File: src/common/pipe_consts.svh
// integer pipeline constants
`ifndef PIPE_CONSTS_SVH
`define PIPE_CONSTS_SVH

// widths
`define WORD_W      32
`define REG_NUM     32
`define REG_ADDR_W  5
`define SHAMT_W     5
`define IMM_W       16
`define OP_W        6
`define FN_W        6

// instruction fields
`define F_OP        31:26
`define F_RS        25:21
`define F_RT        20:16
`define F_RD        15:11
`define F_SHAMT     10:6
`define F_FUNCT     5:0
`define F_IMM       15:0

// primary opcodes
`define OP_SPECIAL  6'b000000
`define OP_ADDI     6'b001000
`define OP_ADDIU    6'b001001
`define OP_SLTI     6'b001010
`define OP_SLTIU    6'b001011
`define OP_ANDI     6'b001100
`define OP_ORI      6'b001101
`define OP_XORI     6'b001110
`define OP_LUI      6'b001111

// funct codes under OP_SPECIAL
`define FN_AND      6'b100100
`define FN_OR       6'b100101
`define FN_XOR      6'b100110
`define FN_NOR      6'b100111
`define FN_ADD      6'b100000
`define FN_ADDU     6'b100001
`define FN_SUB      6'b100010
`define FN_SUBU     6'b100011
`define FN_SLT      6'b101010
`define FN_SLTU     6'b101011
`define FN_SLL      6'b000000
`define FN_SRL      6'b000010
`define FN_SRA      6'b000011
`define FN_SLLV     6'b000100
`define FN_SRLV     6'b000110
`define FN_SRAV     6'b000111

`endif

File: src/common/pipe_pkg.sv
// integer pipeline types
`include "pipe_consts.svh"

package pipe_pkg;

    // data word for operands and results
    typedef logic [`WORD_W-1:0] word_t;

    // register index
    typedef logic [`REG_ADDR_W-1:0] reg_addr_t;

    // operation subtype
    // variable shifts reuse the immediate shift codes,
    // decode puts the amount into reg1 either way
    typedef enum logic [3:0] {
        alu_nop  = 4'd0,
        alu_or   = 4'd1,
        alu_and  = 4'd2,
        alu_xor  = 4'd3,
        alu_nor  = 4'd4,
        alu_lui  = 4'd5,
        alu_sll  = 4'd6,
        alu_srl  = 4'd7,
        alu_sra  = 4'd8,
        alu_add  = 4'd9,    // traps on overflow
        alu_addu = 4'd10,
        alu_sub  = 4'd11,   // traps on overflow
        alu_subu = 4'd12,
        alu_slt  = 4'd13,
        alu_sltu = 4'd14
    } alu_op_e;

    // result group picked in execute
    typedef enum logic [1:0] {
        sel_none  = 2'd0,
        sel_logic = 2'd1,
        sel_shift = 2'd2,
        sel_arith = 2'd3
    } alu_sel_e;

endpackage

File: src/hw/decode/id_stage.sv
// instruction decode stage
`timescale 1ns/10ps
`include "pipe_consts.svh"

module id_stage (
    input  pipe_pkg::word_t     inst_i,
    input  logic                inst_valid_i,
    input  pipe_pkg::word_t     rdata1_i,
    input  pipe_pkg::word_t     rdata2_i,
    input  pipe_pkg::reg_addr_t ex_wd_i,
    input  logic                ex_wreg_i,
    input  pipe_pkg::word_t     ex_wdata_i,
    output pipe_pkg::reg_addr_t raddr1_o,
    output pipe_pkg::reg_addr_t raddr2_o,
    output pipe_pkg::alu_op_e   aluop_o,
    output pipe_pkg::alu_sel_e  alusel_o,
    output pipe_pkg::word_t     reg1_o,
    output pipe_pkg::word_t     reg2_o,
    output pipe_pkg::reg_addr_t wd_o,
    output logic                wreg_o
);

    logic [`OP_W-1:0]    op;
    logic [`FN_W-1:0]    funct;
    logic [`SHAMT_W-1:0] shamt;
    logic [`IMM_W-1:0]   imm;
    pipe_pkg::reg_addr_t rs;
    pipe_pkg::reg_addr_t rt;
    pipe_pkg::reg_addr_t rd;
    logic                is_special;
    logic                use_shamt;
    logic                imm_sext;
    logic                fwd1;
    logic                fwd2;
    pipe_pkg::word_t     src1;
    pipe_pkg::word_t     src2;
    pipe_pkg::word_t     imm_ext;

    assign op    = inst_i[`F_OP];
    assign funct = inst_i[`F_FUNCT];
    assign shamt = inst_i[`F_SHAMT];
    assign imm   = inst_i[`F_IMM];
    assign rs    = inst_i[`F_RS];
    assign rt    = inst_i[`F_RT];
    assign rd    = inst_i[`F_RD];

    assign raddr1_o = rs;
    assign raddr2_o = rt;

    // bypass the result still sitting in execute
    assign fwd1 = ex_wreg_i && (ex_wd_i != '0) && (ex_wd_i == rs);
    assign fwd2 = ex_wreg_i && (ex_wd_i != '0) && (ex_wd_i == rt);
    assign src1 = fwd1 ? ex_wdata_i : rdata1_i;
    assign src2 = fwd2 ? ex_wdata_i : rdata2_i;

    assign is_special = (op == `OP_SPECIAL);
    assign use_shamt  = is_special &&
                        (funct == `FN_SLL || funct == `FN_SRL || funct == `FN_SRA);
    assign imm_sext   = (op == `OP_ADDI) || (op == `OP_ADDIU) ||
                        (op == `OP_SLTI) || (op == `OP_SLTIU);
    assign imm_ext    = imm_sext ? {{(`WORD_W-`IMM_W){imm[`IMM_W-1]}}, imm}
                                 : {{(`WORD_W-`IMM_W){1'b0}}, imm};

    // operation from opcode and funct, nop for anything unknown
    always_comb begin
        aluop_o = pipe_pkg::alu_nop;
        if (is_special) begin
            case (funct)
                `FN_AND:  aluop_o = pipe_pkg::alu_and;
                `FN_OR:   aluop_o = pipe_pkg::alu_or;
                `FN_XOR:  aluop_o = pipe_pkg::alu_xor;
                `FN_NOR:  aluop_o = pipe_pkg::alu_nor;
                `FN_SLL,
                `FN_SLLV: aluop_o = pipe_pkg::alu_sll;
                `FN_SRL,
                `FN_SRLV: aluop_o = pipe_pkg::alu_srl;
                `FN_SRA,
                `FN_SRAV: aluop_o = pipe_pkg::alu_sra;
                `FN_ADD:  aluop_o = pipe_pkg::alu_add;
                `FN_ADDU: aluop_o = pipe_pkg::alu_addu;
                `FN_SUB:  aluop_o = pipe_pkg::alu_sub;
                `FN_SUBU: aluop_o = pipe_pkg::alu_subu;
                `FN_SLT:  aluop_o = pipe_pkg::alu_slt;
                `FN_SLTU: aluop_o = pipe_pkg::alu_sltu;
                default:  aluop_o = pipe_pkg::alu_nop;
            endcase
        end else begin
            case (op)
                `OP_ORI:   aluop_o = pipe_pkg::alu_or;
                `OP_ANDI:  aluop_o = pipe_pkg::alu_and;
                `OP_XORI:  aluop_o = pipe_pkg::alu_xor;
                `OP_LUI:   aluop_o = pipe_pkg::alu_lui;
                `OP_ADDI:  aluop_o = pipe_pkg::alu_add;
                `OP_ADDIU: aluop_o = pipe_pkg::alu_addu;
                `OP_SLTI:  aluop_o = pipe_pkg::alu_slt;
                `OP_SLTIU: aluop_o = pipe_pkg::alu_sltu;
                default:   aluop_o = pipe_pkg::alu_nop;
            endcase
        end
    end

    // result group follows the operation
    always_comb begin
        case (aluop_o)
            pipe_pkg::alu_or, pipe_pkg::alu_and, pipe_pkg::alu_xor,
            pipe_pkg::alu_nor, pipe_pkg::alu_lui:
                alusel_o = pipe_pkg::sel_logic;
            pipe_pkg::alu_sll, pipe_pkg::alu_srl, pipe_pkg::alu_sra:
                alusel_o = pipe_pkg::sel_shift;
            pipe_pkg::alu_nop:
                alusel_o = pipe_pkg::sel_none;
            default:
                alusel_o = pipe_pkg::sel_arith;
        endcase
    end

    // shift amount goes in reg1, shifted value in reg2
    assign reg1_o = use_shamt ? {{(`WORD_W-`SHAMT_W){1'b0}}, shamt} : src1;
    assign reg2_o = is_special ? src2 : imm_ext;
    assign wd_o   = is_special ? rd : rt;
    assign wreg_o = inst_valid_i && (aluop_o != pipe_pkg::alu_nop) && (wd_o != '0);

endmodule

File: src/hw/decode/reg_file.sv
// general purpose register file
`timescale 1ns/10ps
`include "pipe_consts.svh"

module reg_file (
    input  logic                clk,
    input  logic                rst_n_i,
    input  logic                we_i,
    input  pipe_pkg::reg_addr_t waddr_i,
    input  pipe_pkg::word_t     wdata_i,
    input  pipe_pkg::reg_addr_t raddr1_i,
    input  pipe_pkg::reg_addr_t raddr2_i,
    output pipe_pkg::word_t     rdata1_o,
    output pipe_pkg::word_t     rdata2_o
);

    pipe_pkg::word_t regs [`REG_NUM];

    logic wr_ok;

    assign wr_ok = we_i && (waddr_i != '0);   // $zero is never written

    always_ff @(posedge clk) begin
        if (!rst_n_i) begin
            for (int i = 0; i < `REG_NUM; i++) begin
                regs[i] <= '0;
            end
        end else if (wr_ok) begin
            regs[waddr_i] <= wdata_i;
        end
    end

    // same-cycle write shows up on the read port
    always_comb begin
        if (raddr1_i == '0)
            rdata1_o = '0;
        else if (wr_ok && (waddr_i == raddr1_i))
            rdata1_o = wdata_i;
        else
            rdata1_o = regs[raddr1_i];
    end

    always_comb begin
        if (raddr2_i == '0)
            rdata2_o = '0;
        else if (wr_ok && (waddr_i == raddr2_i))
            rdata2_o = wdata_i;
        else
            rdata2_o = regs[raddr2_i];
    end

endmodule

File: src/hw/execute/ex_stage.sv
// execute stage alu
`timescale 1ns/10ps
`include "pipe_consts.svh"

module ex_stage (
    input  pipe_pkg::alu_op_e   aluop_i,
    input  pipe_pkg::alu_sel_e  alusel_i,
    input  pipe_pkg::word_t     reg1_i,
    input  pipe_pkg::word_t     reg2_i,
    input  pipe_pkg::reg_addr_t wd_i,
    input  logic                wreg_i,
    output pipe_pkg::reg_addr_t wd_o,
    output logic                wreg_o,
    output pipe_pkg::word_t     wdata_o
);

    localparam int MSB = `WORD_W - 1;

    pipe_pkg::word_t     logic_res;
    pipe_pkg::word_t     shift_res;
    pipe_pkg::word_t     arith_res;
    pipe_pkg::word_t     reg2_mux;
    pipe_pkg::word_t     sum;
    logic [`SHAMT_W-1:0] sa;
    logic                is_sub;
    logic                ov_sum;
    logic                lt_signed;
    logic                lt_unsigned;
    logic                trap_op;

    // subtract and signed compare add the two's complement
    assign is_sub   = (aluop_i == pipe_pkg::alu_sub) || (aluop_i == pipe_pkg::alu_subu) ||
                      (aluop_i == pipe_pkg::alu_slt);
    assign reg2_mux = is_sub ? (~reg2_i) + 1'b1 : reg2_i;
    assign sum      = reg1_i + reg2_mux;

    assign ov_sum = (!reg1_i[MSB] && !reg2_mux[MSB] && sum[MSB]) ||
                    (reg1_i[MSB] && reg2_mux[MSB] && !sum[MSB]);

    // negative vs positive decides it, otherwise the difference sign does
    assign lt_signed   = (reg1_i[MSB] && !reg2_i[MSB]) ||
                         ((reg1_i[MSB] == reg2_i[MSB]) && sum[MSB]);
    assign lt_unsigned = (reg1_i < reg2_i);

    assign sa = reg1_i[`SHAMT_W-1:0];   // low bits only for variable shifts

    always_comb begin
        case (aluop_i)
            pipe_pkg::alu_or:  logic_res = reg1_i | reg2_i;
            pipe_pkg::alu_and: logic_res = reg1_i & reg2_i;
            pipe_pkg::alu_xor: logic_res = reg1_i ^ reg2_i;
            pipe_pkg::alu_nor: logic_res = ~(reg1_i | reg2_i);
            pipe_pkg::alu_lui: logic_res = {reg2_i[`IMM_W-1:0], {(`WORD_W-`IMM_W){1'b0}}};
            default:           logic_res = '0;
        endcase
    end

    always_comb begin
        case (aluop_i)
            pipe_pkg::alu_sll: shift_res = reg2_i << sa;
            pipe_pkg::alu_srl: shift_res = reg2_i >> sa;
            pipe_pkg::alu_sra: shift_res = $signed(reg2_i) >>> sa;   // sign fill
            default:           shift_res = '0;
        endcase
    end

    always_comb begin
        case (aluop_i)
            pipe_pkg::alu_add,
            pipe_pkg::alu_addu,
            pipe_pkg::alu_sub,
            pipe_pkg::alu_subu: arith_res = sum;
            pipe_pkg::alu_slt:  arith_res = {{MSB{1'b0}}, lt_signed};
            pipe_pkg::alu_sltu: arith_res = {{MSB{1'b0}}, lt_unsigned};
            default:            arith_res = '0;
        endcase
    end

    // only the trapping forms drop their write
    assign trap_op = (aluop_i == pipe_pkg::alu_add) || (aluop_i == pipe_pkg::alu_sub);

    assign wd_o   = wd_i;
    assign wreg_o = wreg_i && !(trap_op && ov_sum);

    always_comb begin
        case (alusel_i)
            pipe_pkg::sel_logic: wdata_o = logic_res;
            pipe_pkg::sel_shift: wdata_o = shift_res;
            pipe_pkg::sel_arith: wdata_o = arith_res;
            default:             wdata_o = '0;
        endcase
    end

endmodule

File: src/hw/id_ex_reg.sv
// decode to execute pipeline register
`timescale 1ns/10ps

module id_ex_reg (
    input  logic                clk,
    input  logic                rst_n_i,
    input  logic                valid_i,
    input  pipe_pkg::alu_op_e   aluop_i,
    input  pipe_pkg::alu_sel_e  alusel_i,
    input  pipe_pkg::word_t     reg1_i,
    input  pipe_pkg::word_t     reg2_i,
    input  pipe_pkg::reg_addr_t wd_i,
    input  logic                wreg_i,
    output pipe_pkg::alu_op_e   aluop_o,
    output pipe_pkg::alu_sel_e  alusel_o,
    output pipe_pkg::word_t     reg1_o,
    output pipe_pkg::word_t     reg2_o,
    output pipe_pkg::reg_addr_t wd_o,
    output logic                wreg_o
);

    always_ff @(posedge clk) begin
        if (!rst_n_i || !valid_i) begin
            // bubble, nothing gets written back
            aluop_o  <= pipe_pkg::alu_nop;
            alusel_o <= pipe_pkg::sel_none;
            reg1_o   <= '0;
            reg2_o   <= '0;
            wd_o     <= '0;
            wreg_o   <= 1'b0;
        end else begin
            aluop_o  <= aluop_i;
            alusel_o <= alusel_i;
            reg1_o   <= reg1_i;
            reg2_o   <= reg2_i;
            wd_o     <= wd_i;
            wreg_o   <= wreg_i;
        end
    end

endmodule

File: src/hw/int_pipe_top.sv
// integer pipeline top level
`timescale 1ns/10ps

module int_pipe_top (
    input  logic                clk,
    input  logic                rst_n_i,
    input  pipe_pkg::word_t     inst_i,
    input  logic                inst_valid_i,
    output logic                wb_we_o,
    output pipe_pkg::reg_addr_t wb_addr_o,
    output pipe_pkg::word_t     wb_data_o
);

    // decode side
    pipe_pkg::reg_addr_t raddr1;
    pipe_pkg::reg_addr_t raddr2;
    pipe_pkg::word_t     rdata1;
    pipe_pkg::word_t     rdata2;
    pipe_pkg::alu_op_e   id_aluop;
    pipe_pkg::alu_sel_e  id_alusel;
    pipe_pkg::word_t     id_reg1;
    pipe_pkg::word_t     id_reg2;
    pipe_pkg::reg_addr_t id_wd;
    logic                id_wreg;

    // execute side
    pipe_pkg::alu_op_e   ex_aluop;
    pipe_pkg::alu_sel_e  ex_alusel;
    pipe_pkg::word_t     ex_reg1;
    pipe_pkg::word_t     ex_reg2;
    pipe_pkg::reg_addr_t ex_wd_in;
    logic                ex_wreg_in;
    pipe_pkg::reg_addr_t ex_wd;
    logic                ex_wreg;
    pipe_pkg::word_t     ex_wdata;

    id_stage u_id (
        .inst_i       (inst_i),
        .inst_valid_i (inst_valid_i),
        .rdata1_i     (rdata1),
        .rdata2_i     (rdata2),
        .ex_wd_i      (ex_wd),
        .ex_wreg_i    (ex_wreg),
        .ex_wdata_i   (ex_wdata),
        .raddr1_o     (raddr1),
        .raddr2_o     (raddr2),
        .aluop_o      (id_aluop),
        .alusel_o     (id_alusel),
        .reg1_o       (id_reg1),
        .reg2_o       (id_reg2),
        .wd_o         (id_wd),
        .wreg_o       (id_wreg)
    );

    reg_file u_rf (
        .clk      (clk),
        .rst_n_i  (rst_n_i),
        .we_i     (ex_wreg),
        .waddr_i  (ex_wd),
        .wdata_i  (ex_wdata),
        .raddr1_i (raddr1),
        .raddr2_i (raddr2),
        .rdata1_o (rdata1),
        .rdata2_o (rdata2)
    );

    id_ex_reg u_id_ex (
        .clk      (clk),
        .rst_n_i  (rst_n_i),
        .valid_i  (inst_valid_i),
        .aluop_i  (id_aluop),
        .alusel_i (id_alusel),
        .reg1_i   (id_reg1),
        .reg2_i   (id_reg2),
        .wd_i     (id_wd),
        .wreg_i   (id_wreg),
        .aluop_o  (ex_aluop),
        .alusel_o (ex_alusel),
        .reg1_o   (ex_reg1),
        .reg2_o   (ex_reg2),
        .wd_o     (ex_wd_in),
        .wreg_o   (ex_wreg_in)
    );

    ex_stage u_ex (
        .aluop_i  (ex_aluop),
        .alusel_i (ex_alusel),
        .reg1_i   (ex_reg1),
        .reg2_i   (ex_reg2),
        .wd_i     (ex_wd_in),
        .wreg_i   (ex_wreg_in),
        .wd_o     (ex_wd),
        .wreg_o   (ex_wreg),
        .wdata_o  (ex_wdata)
    );

    // write-back port mirrors the register file write
    assign wb_we_o   = ex_wreg;
    assign wb_addr_o = ex_wd;
    assign wb_data_o = ex_wdata;

endmodule
File: config.mk
export PLATFORM = sky130hd
export DESIGN_NAME = int_pipe_top
export DESIGN_NICKNAME = d
export VERILOG_FILES = /design/src/common/pipe_pkg.sv /design/src/hw/decode/id_stage.sv /design/src/hw/decode/reg_file.sv /design/src/hw/execute/ex_stage.sv /design/src/hw/id_ex_reg.sv /design/src/hw/int_pipe_top.sv
export VERILOG_INCLUDE_DIRS = /design/src /design/src/common
export SDC_FILE = /design/constraint.sdc
export NUM_CORES = 2
export LEC_CHECK = 0
export BUFFER_PORTS_ARGS = -buffer_cell sky130_fd_sc_hd__buf_2
export CAP_MARGIN = 10
export CORE_ASPECT_RATIO = 2
export CORE_MARGIN = 3
export CORE_UTILIZATION = 34
export CTS_CLUSTER_SIZE = 20
export DETAILED_ROUTE_END_ITERATION = 6
export SLEW_MARGIN = 20
export SYNTH_ARGS = -nofsm -noshare
export SYNTH_HDL_FRONTEND = slang
export SYNTH_SLANG_ARGS = --single-unit
export TNS_END_PERCENT = 100
File: constraint.sdc
create_clock -name clk -period 11.5 [get_ports clk]
set_input_delay 0 -clock clk [delete_from_list [all_inputs] [get_ports clk]]
set_output_delay 0 -clock clk [all_outputs]
set_load 0.01 [all_outputs]
==> summary.txt <==
Global routing
  • Vias in the first global route: about 45000
  • Gr ovfl total: 0
  • Total global-route track usage: 0.245
  • Largest net degree at the start of global routing: ~120
  • First-pass GRT wire length: about 340000 um
  • Initial antenna violation count: 8

Run status
  • Status: complete, no violations

Drt
  • Drt first pass iters: 7
  • Iter 0 DRT Violations: between 5000 and 6000
  • Via count: 44100
  • Post-route ant nets: 0
  • DRC viols: 0
  • Final WL: around 240000 um
  • Routed len/inst: between 30 and 40 um
  • Vias per Instance: roughly 6.0

Timing
  • # setup viols final: 0
  • Period utilization: 0.730
  • Skew final: around 0.05 ns
  • Fmax: 119 MHz
  • Sum Neg Setup Slack: 0 ns
  • Final hold viol count: 0
  • Max-slew headroom: 0.148
  • Pins Over Slew Limit: 0
  • RSZ-0062 raised after global routing: no
  • Post-layout min period: 8.39 ns
  • Worst Max-Slew Pin Slew: 1.28 ns

Pwr
  • Cell Pwr Density: between 100 and 150 mW/mm^2
  • Max VDD drop: around 0.11 mV
  • Leak Pwr: ~0.023 uW

Synthesis
  • Synth top area share: 0.478
  • Post-synthesis async set-or-reset flop share: 0
  • Syn Inst Count: ~4900
  • Top post-synthesis cells by area: edfxtp_1 48%, mux4_2 24%, nor2_1 6.6%
  • Sequential share of the synthesized area: 0.502
  • Number of synthesized register bits: 1100
  • Netlist cell types: a little over 100
  • Syn Std Cell Area: approximately 0.064 mm^2
  • YS warnings: 0
  • Avg Inst Size Synth: around 13 um^2
  • Primary FF master, synth: edfxtp_1
  • Most common cell in the netlist: nor2_1
  • Post-synth top cells: 1137 x nor2_1, 1024 x edfxtp_1, 692 x mux4_2, 249 x clkbuf_1, 216 x nand2_1
  • Area leader, netlist: edfxtp_1
  • Post-synth EDFFs: ~1000

Setup path
  • Slowest library cell on the worst path: nand2_2
  • Worst Setup End Kind: flop
  • Class of the most critical setup path: flop to flop
  • CP Data Arrival Time: 8.71 ns
  • Startpoint Class: flop
  • CP Cell Sequence: nor4_1 > nand3_1 > nor2_1 > nand4_1 > nor4_1 > buf_4 > nand2_1 > o31ai_1 > xnor2_1 > ha_1 > a21o_1 > a21o_1 > a221oi_1 > o21ai_0 > o21a_1 > and3b_2 > nor4b_4 > nand2_2 > nand2_2
  • CP required: 11.81 ns
  • CP peak stage delay: between 1 and 1.5 ns
  • Worst-path maximum fanout: 33

Finish
  • Share of cells above drive strength 1: 0.246
  • Layout net count: just under 5000
  • Final Instance Area: 0.0709 mm^2
  • Area Overhead vs Synth: 10.2%

CTS
  • Root buf cell: clkbuf_16
  • Clock Latency Late Sink: roughly 0.73 ns
  • H-Tree Depth: 3
  • Post CTS Setup Buffer Count: 0
  • TritonCTS clock tree: yes
  • Hold buffers post-CTS: 36
  • CTS buffer count: slightly below 100
  • Reg clk slew, reported paths: ~0.07 ns
  • Max Buffers Root-to-Sink: 3
  • Resize count post-CTS: 0
  • Num Clock Sinks: 1100

Min path
  • Worst min path class: input pin to flop

Floorplanning
  • Row count: 225
  • Core Area: around 0.19 mm^2
  • Initial Util: 0.342
  • Die width: between 300 and 400 um
  • IO Count: 73
  • Total die area: 0.195 mm^2
  • Die height: 621 um

Placement
  • Port-buffer cells: 72
  • Routability cong.: 1.05
  • Post-detail-place hpwl: around 170000 um
  • DP Area: between 0.06 and 0.07 mm^2

Flow run
  • Max Cap Violations: 0
## cell type report
type	count	area (um^2)
fillers	17900	117000
diodes	3	7.51
inverters	120	450
flip-flops and latches	1100	32300
multi-input cells	3190	30100
repair buffers	212	1630
clock buffers	116	2580
clock inverters	67	752
well taps	2497	3120
## power breakdown
part           switching (uW)  internal [uW]
Combinational             650            469
Sequential                110           4500
Clock                    1580           1930
## layout by cell type (no fill, tap or decap), types with 24 or more instances in the layout
cell,instances
dfxtp_1,72
a21oi_1,154
xnor2_1,45
or3_1,33
nand2_1,161
mux4_2,692
o21ai_0,94
nand3_1,42
ha_1,134
a31oi_1,33
buf_4,99
clkinv_1,24
mux2i_1,87
buf_2,65
clkbuf_16,101
conb_1,32
nand2_2,53
nor2_1,1134
nand2b_1,40
nor3_1,24
dlygate4sd3_1,36
mux2_2,31
edfxtp_1,1024
inv_1,117
## state kept, by name, indices dropped and copies added, names as in the netlist
signal,flops
u_rf.regs,1024
u_id_ex.reg1_o,32
u_id_ex.reg2_o,32
u_id_ex.wd_o,5
u_id_ex.aluop_o,4
u_id_ex.alusel_o,2
u_id_ex.wreg_o,1
## worst paths after layout
path | cells after the start | slack [ns] | startpoint | to
worst max-delay path | 19 | 3.11 | u_id_ex.reg2_o[4] | u_rf.regs[20][26]
worst min-delay path | 5 | 0.1 | inst_i[31] | u_id_ex.reg2_o[0]
worst max register to register | 19 | 3.11 | u_id_ex.reg2_o[4] | u_rf.regs[20][26]
worst min register to register | 4 | 1.09 | u_rf.regs[27][28] | u_id_ex.reg1_o[28]
## logic make-up after synthesis
family | count (synthesis) | synth area share
fa+ha+maj | 135 | 0.0264
simple gates | 1625 | 0.105
buf+inv | 612 | 0.0401
flops | 1100 | 0.502
other cells | 1 | 0.0000583
mux | 810 | 0.261
xor+xnor | 60 | 0.00817
compound gates | 528 | 0.0571
## metal layers
metal	vias to the layer above	share of wire	track usage
met5	-	0.00017	0
met4	6	0.096	0.193
met3	666	0.067	0.0354
met2	2437	0.53	0.445
met1	22800	0.31	0.250
li1	18200	-	-
## worst max-delay path: cells and delay by family, from the launching register on
| kind | cells | cell delay, ns |
|---|---|---|
| simple gates | 10 | 5.02 |
| compound gates | 6 | 1.77 |
| flops | 1 | 0.44 |
| fa+ha+maj | 1 | 0.40 |
| buf+inv | 1 | 0.21 |
| xor+xnor | 1 | 0.10 |
## stage by stage
stage	instances	hold slack (ns)	setup slack [ns]	util	power [uW]
after floorplan	4902	0.136	5.68	-	5360
after CTS	7300	0.0353	3.30	0.377	9260
after global placement	7081	0.314	3.22	0.357	5770
after detailed placement	7081	0.327	3.34	0.357	5790
after global routing	7303	0.0887	2.76	0.377	9450
final	7305	0.0989	3.11	0.377	9250
Power figures use the tool's default switching activity.
